`config.mk`:
```
export PLATFORM = sky130hd
export DESIGN_NAME = rasterTop
export DESIGN_NICKNAME = d
export VERILOG_FILES = /design/src/hdl/rasterPkg.sv /design/src/hdl/rasterTop.sv /design/src/hdl/colorBuffer.sv /design/src/hdl/pixelScanner.sv /design/src/hdl/commandParser.sv
export SDC_FILE = /design/constraint.sdc
export NUM_CORES = 2
export LEC_CHECK = 0
export BUFFER_PORTS_ARGS = -buffer_cell sky130_fd_sc_hd__buf_2
export CAP_MARGIN = 20
export CORE_MARGIN = 10
export CORE_UTILIZATION = 55
export CTS_CLUSTER_DIAMETER = 120
export DETAILED_ROUTE_END_ITERATION = 6
export GPL_ROUTABILITY_DRIVEN = 0
export MAX_ROUTING_LAYER = met4
export PLACE_DENSITY_LB_ADDON = 0.05
export SYNTH_ARGS = -nofsm -noshare
export SYNTH_HDL_FRONTEND = slang
export SYNTH_SLANG_ARGS = --single-unit
```
`constraint.sdc`:
```
create_clock -name aclk -period 4.47 [get_ports aclk]
set_clock_uncertainty 0.05 [all_clocks]
set_input_delay 0.447 -clock aclk [delete_from_list [all_inputs] [get_ports aclk]]
set_output_delay 0.447 -clock aclk [all_outputs]
set_load 0.01 [all_outputs]
```
`src/hdl/rasterPkg.sv`:
```
////////////////////////////////////////////////////////////////////////////
// Raster back end shared definitions
// Screen size, data widths, command opcodes and the parser state
// encoding used by the tile rasterizer blocks
////////////////////////////////////////////////////////////////////////////

package rasterPkg;

    ////////////////////////////////////////////////////////////////////////////
    // Resolution and widths
    ////////////////////////////////////////////////////////////////////////////
    localparam int ScreenSize = 16;
    localparam int CoordWidth = 4;
    localparam int IndexWidth = 8;

    typedef logic [CoordWidth-1:0] coord_t;
    typedef logic [IndexWidth-1:0] pixelIndex_t;
    // RGBA4444, R in the top nibble
    typedef logic [15:0]           pixel_t;
    typedef logic [15:0]           cmdWord_t;
    // One enable per channel nibble, R in bit 3
    typedef logic [3:0]            colorMask_t;

    ////////////////////////////////////////////////////////////////////////////
    // Command opcodes, header bits 15..12
    ////////////////////////////////////////////////////////////////////////////
    localparam logic [3:0] OpSetColor = 4'd1;
    localparam logic [3:0] OpSetMask  = 4'd2;
    localparam logic [3:0] OpFillRect = 4'd3;
    localparam logic [3:0] OpClear    = 4'd4;
    localparam logic [3:0] OpCommit   = 4'd5;

    // Purpose of the running scan
    typedef logic [1:0] scanMode_t;
    localparam scanMode_t ModeFill   = 2'd0;
    localparam scanMode_t ModeClear  = 2'd1;
    localparam scanMode_t ModeCommit = 2'd2;

    typedef enum logic [2:0] {
        Idle,
        Color,
        ClearColor,
        RectWord,
        Scan,
        Drain
    } parserState_t;

endpackage
```
`src/hdl/rasterTop.sv`:
```
////////////////////////////////////////////////////////////////////////////
// Tile rasterizer top level
// Command stream in, rectangle fill and clear into the tile buffer,
// framebuffer stream out on commit
////////////////////////////////////////////////////////////////////////////

module rasterTop (
    input  logic                aclk,
    input  logic                rstN,

    // Command stream
    input  logic                cmdValid,
    output logic                cmdReady,
    input  logic                cmdLast,
    input  rasterPkg::cmdWord_t cmdData,

    // Framebuffer stream
    output logic                fbValid,
    input  logic                fbReady,
    output logic                fbLast,
    output rasterPkg::pixel_t   fbData,

    output logic                busy
);

    // Framing comes from the opcodes, cmdLast carries no meaning here

    ////////////////////////////////////////////////////////////////////////////
    // Internal wiring
    ////////////////////////////////////////////////////////////////////////////
    logic                   scanStart;
    rasterPkg::coord_t      scanX0;
    rasterPkg::coord_t      scanY0;
    rasterPkg::coord_t      scanX1;
    rasterPkg::coord_t      scanY1;
    rasterPkg::pixelIndex_t scanIndex;
    logic                   scanValid;
    logic                   scanLast;
    logic                   scanDone;
    logic                   scanStall;
    rasterPkg::scanMode_t   scanMode;
    rasterPkg::pixel_t      writeColor;
    rasterPkg::colorMask_t  writeMask;

    commandParser parser_i (
        .aclk(aclk),
        .rstN(rstN),
        .cmdValid(cmdValid),
        .cmdReady(cmdReady),
        .cmdData(cmdData),
        .scanStart(scanStart),
        .scanX0(scanX0),
        .scanY0(scanY0),
        .scanX1(scanX1),
        .scanY1(scanY1),
        .scanDone(scanDone),
        .scanMode(scanMode),
        .writeColor(writeColor),
        .writeMask(writeMask),
        .fbValid(fbValid),
        .fbReady(fbReady),
        .fbLast(fbLast),
        .busy(busy)
    );

    pixelScanner scanner_i (
        .aclk(aclk),
        .rstN(rstN),
        .scanStart(scanStart),
        .scanX0(scanX0),
        .scanY0(scanY0),
        .scanX1(scanX1),
        .scanY1(scanY1),
        .scanStall(scanStall),
        .scanIndex(scanIndex),
        .scanValid(scanValid),
        .scanLast(scanLast),
        .scanDone(scanDone)
    );

    colorBuffer buffer_i (
        .aclk(aclk),
        .rstN(rstN),
        .scanIndex(scanIndex),
        .scanValid(scanValid),
        .scanLast(scanLast),
        .scanMode(scanMode),
        .writeColor(writeColor),
        .writeMask(writeMask),
        .scanStall(scanStall),
        .fbValid(fbValid),
        .fbReady(fbReady),
        .fbLast(fbLast),
        .fbData(fbData)
    );

endmodule

```
`src/hdl/colorBuffer.sv`:
```
////////////////////////////////////////////////////////////////////////////
// Color buffer
// 16x16 RGBA4444 pixel memory with masked read-modify-write for fill
// and clear, and a two-stage read path feeding the framebuffer stream
////////////////////////////////////////////////////////////////////////////

module colorBuffer (
    input  logic                   aclk,
    input  logic                   rstN,

    input  rasterPkg::pixelIndex_t scanIndex,
    input  logic                   scanValid,
    input  logic                   scanLast,

    input  rasterPkg::scanMode_t   scanMode,
    input  rasterPkg::pixel_t      writeColor,
    input  rasterPkg::colorMask_t  writeMask,

    output logic                   scanStall,

    output logic                   fbValid,
    input  logic                   fbReady,
    output logic                   fbLast,
    output rasterPkg::pixel_t      fbData
);

    rasterPkg::pixel_t mem [rasterPkg::ScreenSize * rasterPkg::ScreenSize];

    logic                   accept;
    logic                   isCommit;

    // Read stage
    rasterPkg::pixel_t      readData;
    logic                   readValid;
    logic                   readLast;

    // Write-back of the masked merge
    logic                   wrValid;
    rasterPkg::pixelIndex_t wrIndex;
    rasterPkg::pixel_t      wrColor;
    rasterPkg::colorMask_t  wrMask;
    rasterPkg::pixel_t      merged;

    // The whole read path freezes while the stream is back-pressured
    assign scanStall = fbValid && !fbReady;
    assign accept    = scanValid && !scanStall;
    assign isCommit  = (scanMode == rasterPkg::ModeCommit);

    always_comb begin
        for (int i = 0; i < 4; i++) begin
            merged[4*i +: 4] = wrMask[i] ? wrColor[4*i +: 4] : readData[4*i +: 4];
        end
    end

    ////////////////////////////////////////////////////////////////////////////
    // Memory and data path
    ////////////////////////////////////////////////////////////////////////////
    always_ff @(posedge aclk) begin
        if (!scanStall) begin
            readData <= mem[scanIndex];
            wrIndex  <= scanIndex;
            wrColor  <= writeColor;
            wrMask   <= writeMask;
            fbData   <= readData;
        end
        if (wrValid) begin
            mem[wrIndex] <= merged;
        end
    end

    ////////////////////////////////////////////////////////////////////////////
    // Stage valid flags
    ////////////////////////////////////////////////////////////////////////////
    always_ff @(posedge aclk or negedge rstN) begin
        if (!rstN) begin
            wrValid   <= 1'b0;
            readValid <= 1'b0;
            readLast  <= 1'b0;
            fbValid   <= 1'b0;
            fbLast    <= 1'b0;
        end else begin
            wrValid <= accept && !isCommit;
            if (!scanStall) begin
                readValid <= accept && isCommit;
                readLast  <= accept && isCommit && scanLast;
                fbValid   <= readValid;
                fbLast    <= readLast;
            end
        end
    end

endmodule

```
`src/hdl/pixelScanner.sv`:
```
////////////////////////////////////////////////////////////////////////////
// Pixel scanner
// Walks a rectangle in row-major order, one buffer index per cycle,
// holding position while the buffer stalls
////////////////////////////////////////////////////////////////////////////

module pixelScanner (
    input  logic                   aclk,
    input  logic                   rstN,

    input  logic                   scanStart,
    input  rasterPkg::coord_t      scanX0,
    input  rasterPkg::coord_t      scanY0,
    input  rasterPkg::coord_t      scanX1,
    input  rasterPkg::coord_t      scanY1,

    input  logic                   scanStall,

    output rasterPkg::pixelIndex_t scanIndex,
    output logic                   scanValid,
    output logic                   scanLast,
    output logic                   scanDone
);

    rasterPkg::coord_t curX;
    rasterPkg::coord_t curY;
    rasterPkg::coord_t startX;
    rasterPkg::coord_t endX;
    rasterPkg::coord_t endY;

    logic rowEnd;
    logic step;

    assign rowEnd = (curX == endX);
    assign step   = scanValid && !scanStall;

    // Row-major index, y * 16 + x
    assign scanIndex = rasterPkg::pixelIndex_t'({curY, curX});
    assign scanLast  = scanValid && rowEnd && (curY == endY);
    assign scanDone  = step && scanLast;

    ////////////////////////////////////////////////////////////////////////////
    // Run flag
    ////////////////////////////////////////////////////////////////////////////
    always_ff @(posedge aclk or negedge rstN) begin
        if (!rstN) begin
            scanValid <= 1'b0;
        end else if (scanStart) begin
            scanValid <= 1'b1;
        end else if (scanDone) begin
            scanValid <= 1'b0;
        end
    end

    ////////////////////////////////////////////////////////////////////////////
    // Coordinate counters
    ////////////////////////////////////////////////////////////////////////////
    always_ff @(posedge aclk) begin
        if (scanStart) begin
            curX   <= scanX0;
            curY   <= scanY0;
            startX <= scanX0;
            endX   <= scanX1;
            endY   <= scanY1;
        end else if (step && !scanLast) begin
            if (rowEnd) begin
                // Wrap to the left edge of the next row
                curX <= startX;
                curY <= curY + 1'b1;
            end else begin
                curX <= curX + 1'b1;
            end
        end
    end

endmodule

```
`src/hdl/commandParser.sv`:
```
////////////////////////////////////////////////////////////////////////////
// Command parser
// Decodes the command stream, keeps draw color, clear color and mask,
// and launches fill, clear and commit scans
////////////////////////////////////////////////////////////////////////////

module commandParser (
    input  logic                  aclk,
    input  logic                  rstN,

    input  logic                  cmdValid,
    output logic                  cmdReady,
    input  rasterPkg::cmdWord_t   cmdData,

    output logic                  scanStart,
    output rasterPkg::coord_t     scanX0,
    output rasterPkg::coord_t     scanY0,
    output rasterPkg::coord_t     scanX1,
    output rasterPkg::coord_t     scanY1,
    input  logic                  scanDone,

    output rasterPkg::scanMode_t  scanMode,
    output rasterPkg::pixel_t     writeColor,
    output rasterPkg::colorMask_t writeMask,

    input  logic                  fbValid,
    input  logic                  fbReady,
    input  logic                  fbLast,

    output logic                  busy
);

    rasterPkg::parserState_t state;
    rasterPkg::parserState_t stateNext;

    rasterPkg::pixel_t     drawColor;
    rasterPkg::pixel_t     clearColor;
    rasterPkg::colorMask_t drawMask;

    logic              cmdAccept;
    logic [3:0]        opcode;
    logic              startScan;
    logic              rectEmpty;
    rasterPkg::coord_t rectX0;
    rasterPkg::coord_t rectY0;
    rasterPkg::coord_t rectX1;
    rasterPkg::coord_t rectY1;

    assign cmdAccept = cmdValid && cmdReady;
    assign opcode    = cmdData[15:12];

    // Rectangle word, x0 y0 x1 y1 from the top nibble down
    assign rectX0    = cmdData[15:12];
    assign rectY0    = cmdData[11:8];
    assign rectX1    = cmdData[7:4];
    assign rectY1    = cmdData[3:0];
    assign rectEmpty = (rectX1 < rectX0) || (rectY1 < rectY0);

    ////////////////////////////////////////////////////////////////////////////
    // Next state
    ////////////////////////////////////////////////////////////////////////////
    always_comb begin
        stateNext = state;
        case (state)
            rasterPkg::Idle: begin
                if (cmdAccept) begin
                    case (opcode)
                        rasterPkg::OpSetColor: stateNext = rasterPkg::Color;
                        rasterPkg::OpFillRect: stateNext = rasterPkg::RectWord;
                        rasterPkg::OpClear:
                            stateNext = cmdData[0] ? rasterPkg::ClearColor : rasterPkg::Scan;
                        rasterPkg::OpCommit:   stateNext = rasterPkg::Scan;
                        // Mask updates and unknown opcodes stay here
                        default:               stateNext = rasterPkg::Idle;
                    endcase
                end
            end
            rasterPkg::Color: begin
                if (cmdAccept) stateNext = rasterPkg::Idle;
            end
            rasterPkg::ClearColor: begin
                if (cmdAccept) stateNext = rasterPkg::Scan;
            end
            rasterPkg::RectWord: begin
                if (cmdAccept) stateNext = rectEmpty ? rasterPkg::Idle : rasterPkg::Scan;
            end
            rasterPkg::Scan: begin
                if (scanDone) begin
                    stateNext = (scanMode == rasterPkg::ModeCommit) ?
                                rasterPkg::Drain : rasterPkg::Idle;
                end
            end
            rasterPkg::Drain: begin
                // Hold off commands until the last framebuffer word is taken
                if (fbValid && fbReady && fbLast) stateNext = rasterPkg::Idle;
            end
            default: stateNext = rasterPkg::Idle;
        endcase
    end

    assign startScan = (stateNext == rasterPkg::Scan) && (state != rasterPkg::Scan);

    ////////////////////////////////////////////////////////////////////////////
    // Control and configuration registers
    ////////////////////////////////////////////////////////////////////////////
    always_ff @(posedge aclk or negedge rstN) begin
        if (!rstN) begin
            state      <= rasterPkg::Idle;
            cmdReady   <= 1'b0;
            busy       <= 1'b0;
            scanStart  <= 1'b0;
            scanMode   <= rasterPkg::ModeFill;
            drawColor  <= '0;
            clearColor <= '0;
            drawMask   <= '1;
        end else begin
            state     <= stateNext;
            cmdReady  <= (stateNext != rasterPkg::Scan) && (stateNext != rasterPkg::Drain);
            busy      <= (stateNext == rasterPkg::Scan) || (stateNext == rasterPkg::Drain);
            scanStart <= startScan;
            if (startScan) begin
                if (state == rasterPkg::RectWord) begin
                    scanMode <= rasterPkg::ModeFill;
                end else if (state == rasterPkg::Idle && opcode == rasterPkg::OpCommit) begin
                    scanMode <= rasterPkg::ModeCommit;
                end else begin
                    scanMode <= rasterPkg::ModeClear;
                end
            end
            if (cmdAccept) begin
                case (state)
                    rasterPkg::Idle: begin
                        if (opcode == rasterPkg::OpSetMask) drawMask <= cmdData[3:0];
                    end
                    rasterPkg::Color:      drawColor  <= cmdData;
                    rasterPkg::ClearColor: clearColor <= cmdData;
                    default: ;
                endcase
            end
        end
    end

    // Scan bounds, full screen unless a rectangle is being filled
    always_ff @(posedge aclk) begin
        if (startScan) begin
            if (state == rasterPkg::RectWord) begin
                scanX0 <= rectX0;
                scanY0 <= rectY0;
                scanX1 <= rectX1;
                scanY1 <= rectY1;
            end else begin
                scanX0 <= '0;
                scanY0 <= '0;
                scanX1 <= rasterPkg::coord_t'(rasterPkg::ScreenSize - 1);
                scanY1 <= rasterPkg::coord_t'(rasterPkg::ScreenSize - 1);
            end
        end
    end

    // Clear always writes every channel
    assign writeColor = (scanMode == rasterPkg::ModeClear) ? clearColor : drawColor;
    assign writeMask  = (scanMode == rasterPkg::ModeClear) ? '1 : drawMask;

endmodule

```
* Word-level counts from Yosys, hierarchy flattened
Memories as Yosys holds them, arrays and structs flattened. A register that Yosys moved wholly into a read port is not among the register bits.
Cells that the tools add are included.
** Storage, ports and cells
- Flip-flop bits (word level) :: 130
- Bits in writable memories :: 4096
- Input bits :: 21
- Output and inout port bits :: 20
- Memories kept :: 1
** Cells by class
- $add $sub $neg :: 2
- $lt $le $gt $ge :: 2
- Eq/ne operators :: 19
- Mux-type cells :: 28
- Reduce and logical (&&, ||, !) cells :: 30
** Memory list
- buffer_i.mem :: words 256, width 16, rd ports 1, clocked after Yosys merged registers in 1, write ports 1, RTL line colorBuffer.sv:27 : rasterPkg::pixel_t mem [rasterPkg::ScreenSize * rasterPkg::ScreenSize];
** Operators with widths (count)
- $mux W4 :: 10
- $mux W3 :: 9
- $pmux W3 S6 :: 1
- $mux W16 :: 1
- $logic_and A1 B1 Y1 :: 15
- $eq A3 B3 Y1 const B :: 4
- $pmux W3 S4 :: 1
- $ne A3 B3 Y1 const B :: 3
- $add A4 B1 Y4 const B :: 2
- $eq A4 B2 Y1 const B :: 2
- $eq A4 B3 Y1 const B :: 2
- $eq A4 B4 Y1 :: 2
- $lt A4 B4 Y1 :: 2
- $eq A3 B2 Y1 const B :: 2
- $reduce_and A2 Y1 :: 3
- $reduce_bool A2 Y1 :: 3
- $logic_not A1 Y1 :: 5
- $eq A4 B1 Y1 const B :: 1
- $mux W1 :: 4
- $mux W2 :: 2
- $eq A3 B1 Y1 const B :: 1
- $logic_not A3 Y1 :: 1
- $reduce_and A3 Y1 :: 1
- $eq A2 B1 Y1 const B :: 1
- 2 further kinds :: 3

* Depth between registers and ports, before layout
- Depth in word-level cells :: 9
- Gate-level depth with buffers :: 13
- Depth with buffers taken out :: 8

* Hierarchy
From an unflattened synthesis, not the netlist that was laid out.
** Second synthesis, totals
- Cell total of the unflattened synthesis :: 7578
- Area total of the unflattened synthesis :: 164102.4 sq um
** Modules (own cells, without submodules)
- colorBuffer :: instances 1, cells each 7304, area an instance 160295.0 sq um, sequential area each 124924.8 sq um
- commandParser :: instances 1, cells each 199, area an instance 2800.2 sq um, sequential area each 1586.5 sq um
- pixelScanner :: instances 1, cells each 75, area an instance 1007.2 sq um, sequential area each 625.6 sq um

* Worst setup path before layout
Ideal clock, no wire load.
- Path kind :: input-to-reg
- From :: input fbReady
- To :: register parser_i.scanX0[0], enable pin
- Library setup time :: 318 ps
- Data arrival time :: 3837 ps
- Required time :: 4102 ps
- Slack :: 264 ps
- Stages on the path :: 8
- Cell sequence :: nand2b_1 clkbuf_1 nand2_1 or4b_1 a21oi_1 o41ai_1 nand2_1 inv_1
** On the way
- Cells in the longest elaborated chain, start to end :: 9
- Elaborated cells on any way between the ends :: 12
** Ends and longest elaborated chain
- from (decl) :: RTL line rasterTop.sv:19 : input logic fbReady,
- $logic_not A1 Y1 :: RTL line colorBuffer.sv:45 : assign scanStall = fbValid && !fbReady;
- $logic_and A1 B1 Y1 :: RTL line colorBuffer.sv:45
- $logic_not A1 Y1 :: RTL line pixelScanner.sv:35 : assign step = scanValid && !scanStall;
- $logic_and A1 B1 Y1 :: RTL line pixelScanner.sv:35
- $logic_and A1 B1 Y1 :: RTL line pixelScanner.sv:40 : assign scanDone = step && scanLast;
- $mux W3 :: RTL line commandParser.sv:88 : if (scanDone) begin
- $pmux W3 S6 * :: RTL line commandParser.sv:64 : case (state)
- net parser_i.stateNext[2] :: RTL line commandParser.sv:34 : rasterPkg::parserState_t stateNext;
- $eq A3 B3 Y1 * :: RTL line commandParser.sv:101 : assign startScan = (stateNext == rasterPkg::Scan) && (state != rasterPkg::Scan);
- $logic_and A1 B1 Y1 * :: RTL line commandParser.sv:101
- net parser_i.startScan :: RTL line commandParser.sv:42 : logic startScan;
- to (signal assigned) :: RTL line commandParser.sv:147 : scanX0 <= rectX0;
- to (decl) :: RTL line commandParser.sv:16 : output rasterPkg::coord_t scanX0,
Mark *: on every way through the listed nets, which the timed path passes. The rest lies on a longest branch.
A chain may end at the register's enable or synchronous reset.

==> reports/results.ini <==
[clock_network]
cts.clk_slew.worst_paths_ps=60
cts_tree=built
clock_latency_ps=960
cts_root_buf=clkbuf_16
clock-sinks=4242
clockBufferDepth=4
ctsHtreeMaxLevel=5
cts_setup_buffers=0
cts_buffers=425

[logic_synthesis]
synth_edf_count=4192
synth_area_leaders=edfxtp_1 77%, mux4_2 11%, mux2i_1 2.5%, mux2_2 0.86%, a22oi_1 0.85%
yosys_most_used_dff=edfxtp_1
synth_cells=7705
synth-seq-cells=4242
ys_seq_area_frac=0.775
async_flop_share=0.0118
synth_warnings=0
syn-num-nets=7734
synth_area_mm2=0.164
synth_most_common_cell=edfxtp_1
synth_top_area_share=0.767
ys_types=74
syn_avg_cell_area_um2=21.3
synth_commonest_cells=4192 x edfxtp_1, 800 x mux4_2, 408 x mux2i_1, 347 x nor2_1, 185 x a22oi_1
yosysTopAreaCell=edfxtp_1

[floorplan]
row_count=200
placeableCoreArea_mm2=0.297
die_y_um=566
start_util=0.552
dieArea_mm2=0.321
io_pins=41
die_w_um=566

[sta]
rsz0062_at_grt=false
finalMaxSlewViolations=0
period_needed_ps=4290
slew-limit-headroom=0.113
hold_ws_ps=230
fmax_ghz=0.233
worst-slew-pin-transition_ps=1330
period_share=0.960
finalHoldViolCount=0
setup_viol=0

[finish]
drive_above_1_share=0.273
layout-area-overhead-vs-synth_pct=13.7
stdcell_area_mm2=0.187
nFillCells=20400
num-nets-final=8522

[power]
total_power_w=0.126
powerDensity_mw_per_mm2=675
ir_drop_mv=0.557
p_leak_nw=60.8

[global_route]
grt_start_max_net_pins=173
grt_use_met1=0.389
grt_pass1_vias=82900
grt-busiest-layer=met2
antenna_found_initial=15
global_route.usage.met2=0.435
grt_overflow=0
grt_use_met3=0.0397
grt_usage=0.279
grt_pass1_wl_um=627000

[routing]
routed_wl_um=442000
drtIter0Drc=10500
dr.pass1.iters=7
route.detailed.drc=0
viasPerCell=6.48
wl_per_cell_um=34.5
postRouteAntennaNets=0
vias=82800

[critical_path]
arrival_ps=4960
crit_chain=buf_12 -> buf_12 -> buf_4 -> mux2i_1 -> a221oi_2 -> nor3_1 -> a211oi_1 -> a2111oi_1 -> a21oi_1 -> a32o_1
critPathLaunchType=flip-flop
r2r_slack_ps=180
worst_path_most_repeated_cell=buf_12
cpPeakStageDelay_ps=1020
path_max_fanout=20
crit_type=flip-flop to flip-flop
critPathCaptureType=flip-flop
cp.required_ps=5140
critPathSlowestCell=a2111oi_1

[flow_run]
maxCapViolations=0

[outcome]
status=complete, no violations

[placement]
portBuffers=39
hpwl_um=271000
placed_cell_area_mm2=0.173

[hold_path]
hp-class=input pin to flip-flop

final timing paths:
path                                     from                      to  depth (start not counted)
min in group asynchronous                rstN  parser_i.drawColor[10]                          3
hold / removal                    cmdData[11]  parser_i.drawColor[11]                          3
hold reg to reg            parser_i.scanY1[2]       scanner_i.endY[2]                          0
setup / recovery            scanner_i.curX[0]    buffer_i.readData[7]                         10
setup reg to reg            scanner_i.curX[0]    buffer_i.readData[7]                         10
max in group asynchronous                rstN    parser_i.drawMask[3]                          4
routing by layer:
| metal | vias to the layer above | routed length (um) | share of wire |
|---|---|---|---|
| met5 | - | 0 | 0 |
| met4 | 0 | 15900 | 0.036 |
| met3 | 627 | 34500 | 0.078 |
| met2 | 3500 | 213000 | 0.48 |
| met1 | 44700 | 178000 | 0.40 |
| li1 | 34000 | - | - |
flip-flops by register name, summed over array words and instances (netlist names), 8 cells and up:
| register | flops |
|---|---|
| buffer_i.fbData | 16 |
| buffer_i.mem | 4096 |
| parser_i.clearColor | 16 |
| buffer_i.wrColor | 16 |
| buffer_i.wrIndex | 8 |
| parser_i.drawColor | 16 |
| buffer_i.readData | 16 |
logic make-up after synthesis:
kind of cell	synth area share
XOR/XNOR	0.000640
flip-flops	0.775
adder cells (fa/ha/maj)	0.000610
AO/OA/AOI/OAI	0.0394
buffers and inverters	0.0199
multiplexers	0.145
AND/OR/NAND/NOR	0.0199
power breakdown:
part	leakage (nW)	switching [W]	internal [W]
combinational	15.4	0.0265	0.0148
clock	6.43	0.0148	0.0191
sequential	39.0	0.000780	0.0498
total	60.8	0.0421	0.0838
stage by stage:
step | worst slack, ps | cells | TNS (ps) | utilization
CTS | 123 | 12800 | 0 | 0.628
finish | 180 | 12800 | 0 | 0.628
detailed placement | 150 | 12000 | 0 | 0.583
floorplan | 264 | 7705 | 0 | -
global route | 156 | 12800 | 0 | 0.628
global placement | -101 | 12000 | -138 | 0.583
worst max-delay path: cells and delay by family (launching register included):
family	cells	cell delay (ps)
AOI/OAI and AO/OA	5	2140
buffers and inverters	3	870
DFF	1	440
muxes	1	290
and+or+nand+nor	1	220
cell usage in the layout (no fill, tap or decap), drive strengths merged, types with 23 or more instances in the layout:
master / n
a22oi: 185
o22ai: 58
mux2i: 408
a31oi: 28
nand3: 53
a221o: 29
mux2: 126
clkbuf: 548
a221oi: 152
clkinv: 184
o21ai: 103
dfrtp: 46
nor3: 51
nand2: 125
nand2b: 34
a21oi: 157
a22o: 23
nor2b: 31
edfxtp: 4192
a211oi: 38
nor2: 349
inv: 31
mux4: 809
buf: 801
timing repair:
item,in CTS,in global routing
hold endpoints to repair,114,12
gates resized for setup,0,0
endpoints found under the setup margin,0,0
hold buffers,19,1
final cells by class:
type | instances | area (um^2) | area share
Clock inverter | 228 | 1770 | 0.00948
Antenna cell | 9 | 22.5 | 0.000121
Sequential cell | 4242 | 127000 | 0.681
Timing Repair Buffer | 822 | 7150 | 0.0383
Clock buffer | 547 | 11300 | 0.0608
Multi-Input combinational cell | 2985 | 34200 | 0.183
Inverter | 17 | 71.3 | 0.000382
Tap cell | 3939 | 4930 | 0.0264
(Power assumes the default switching activity.)
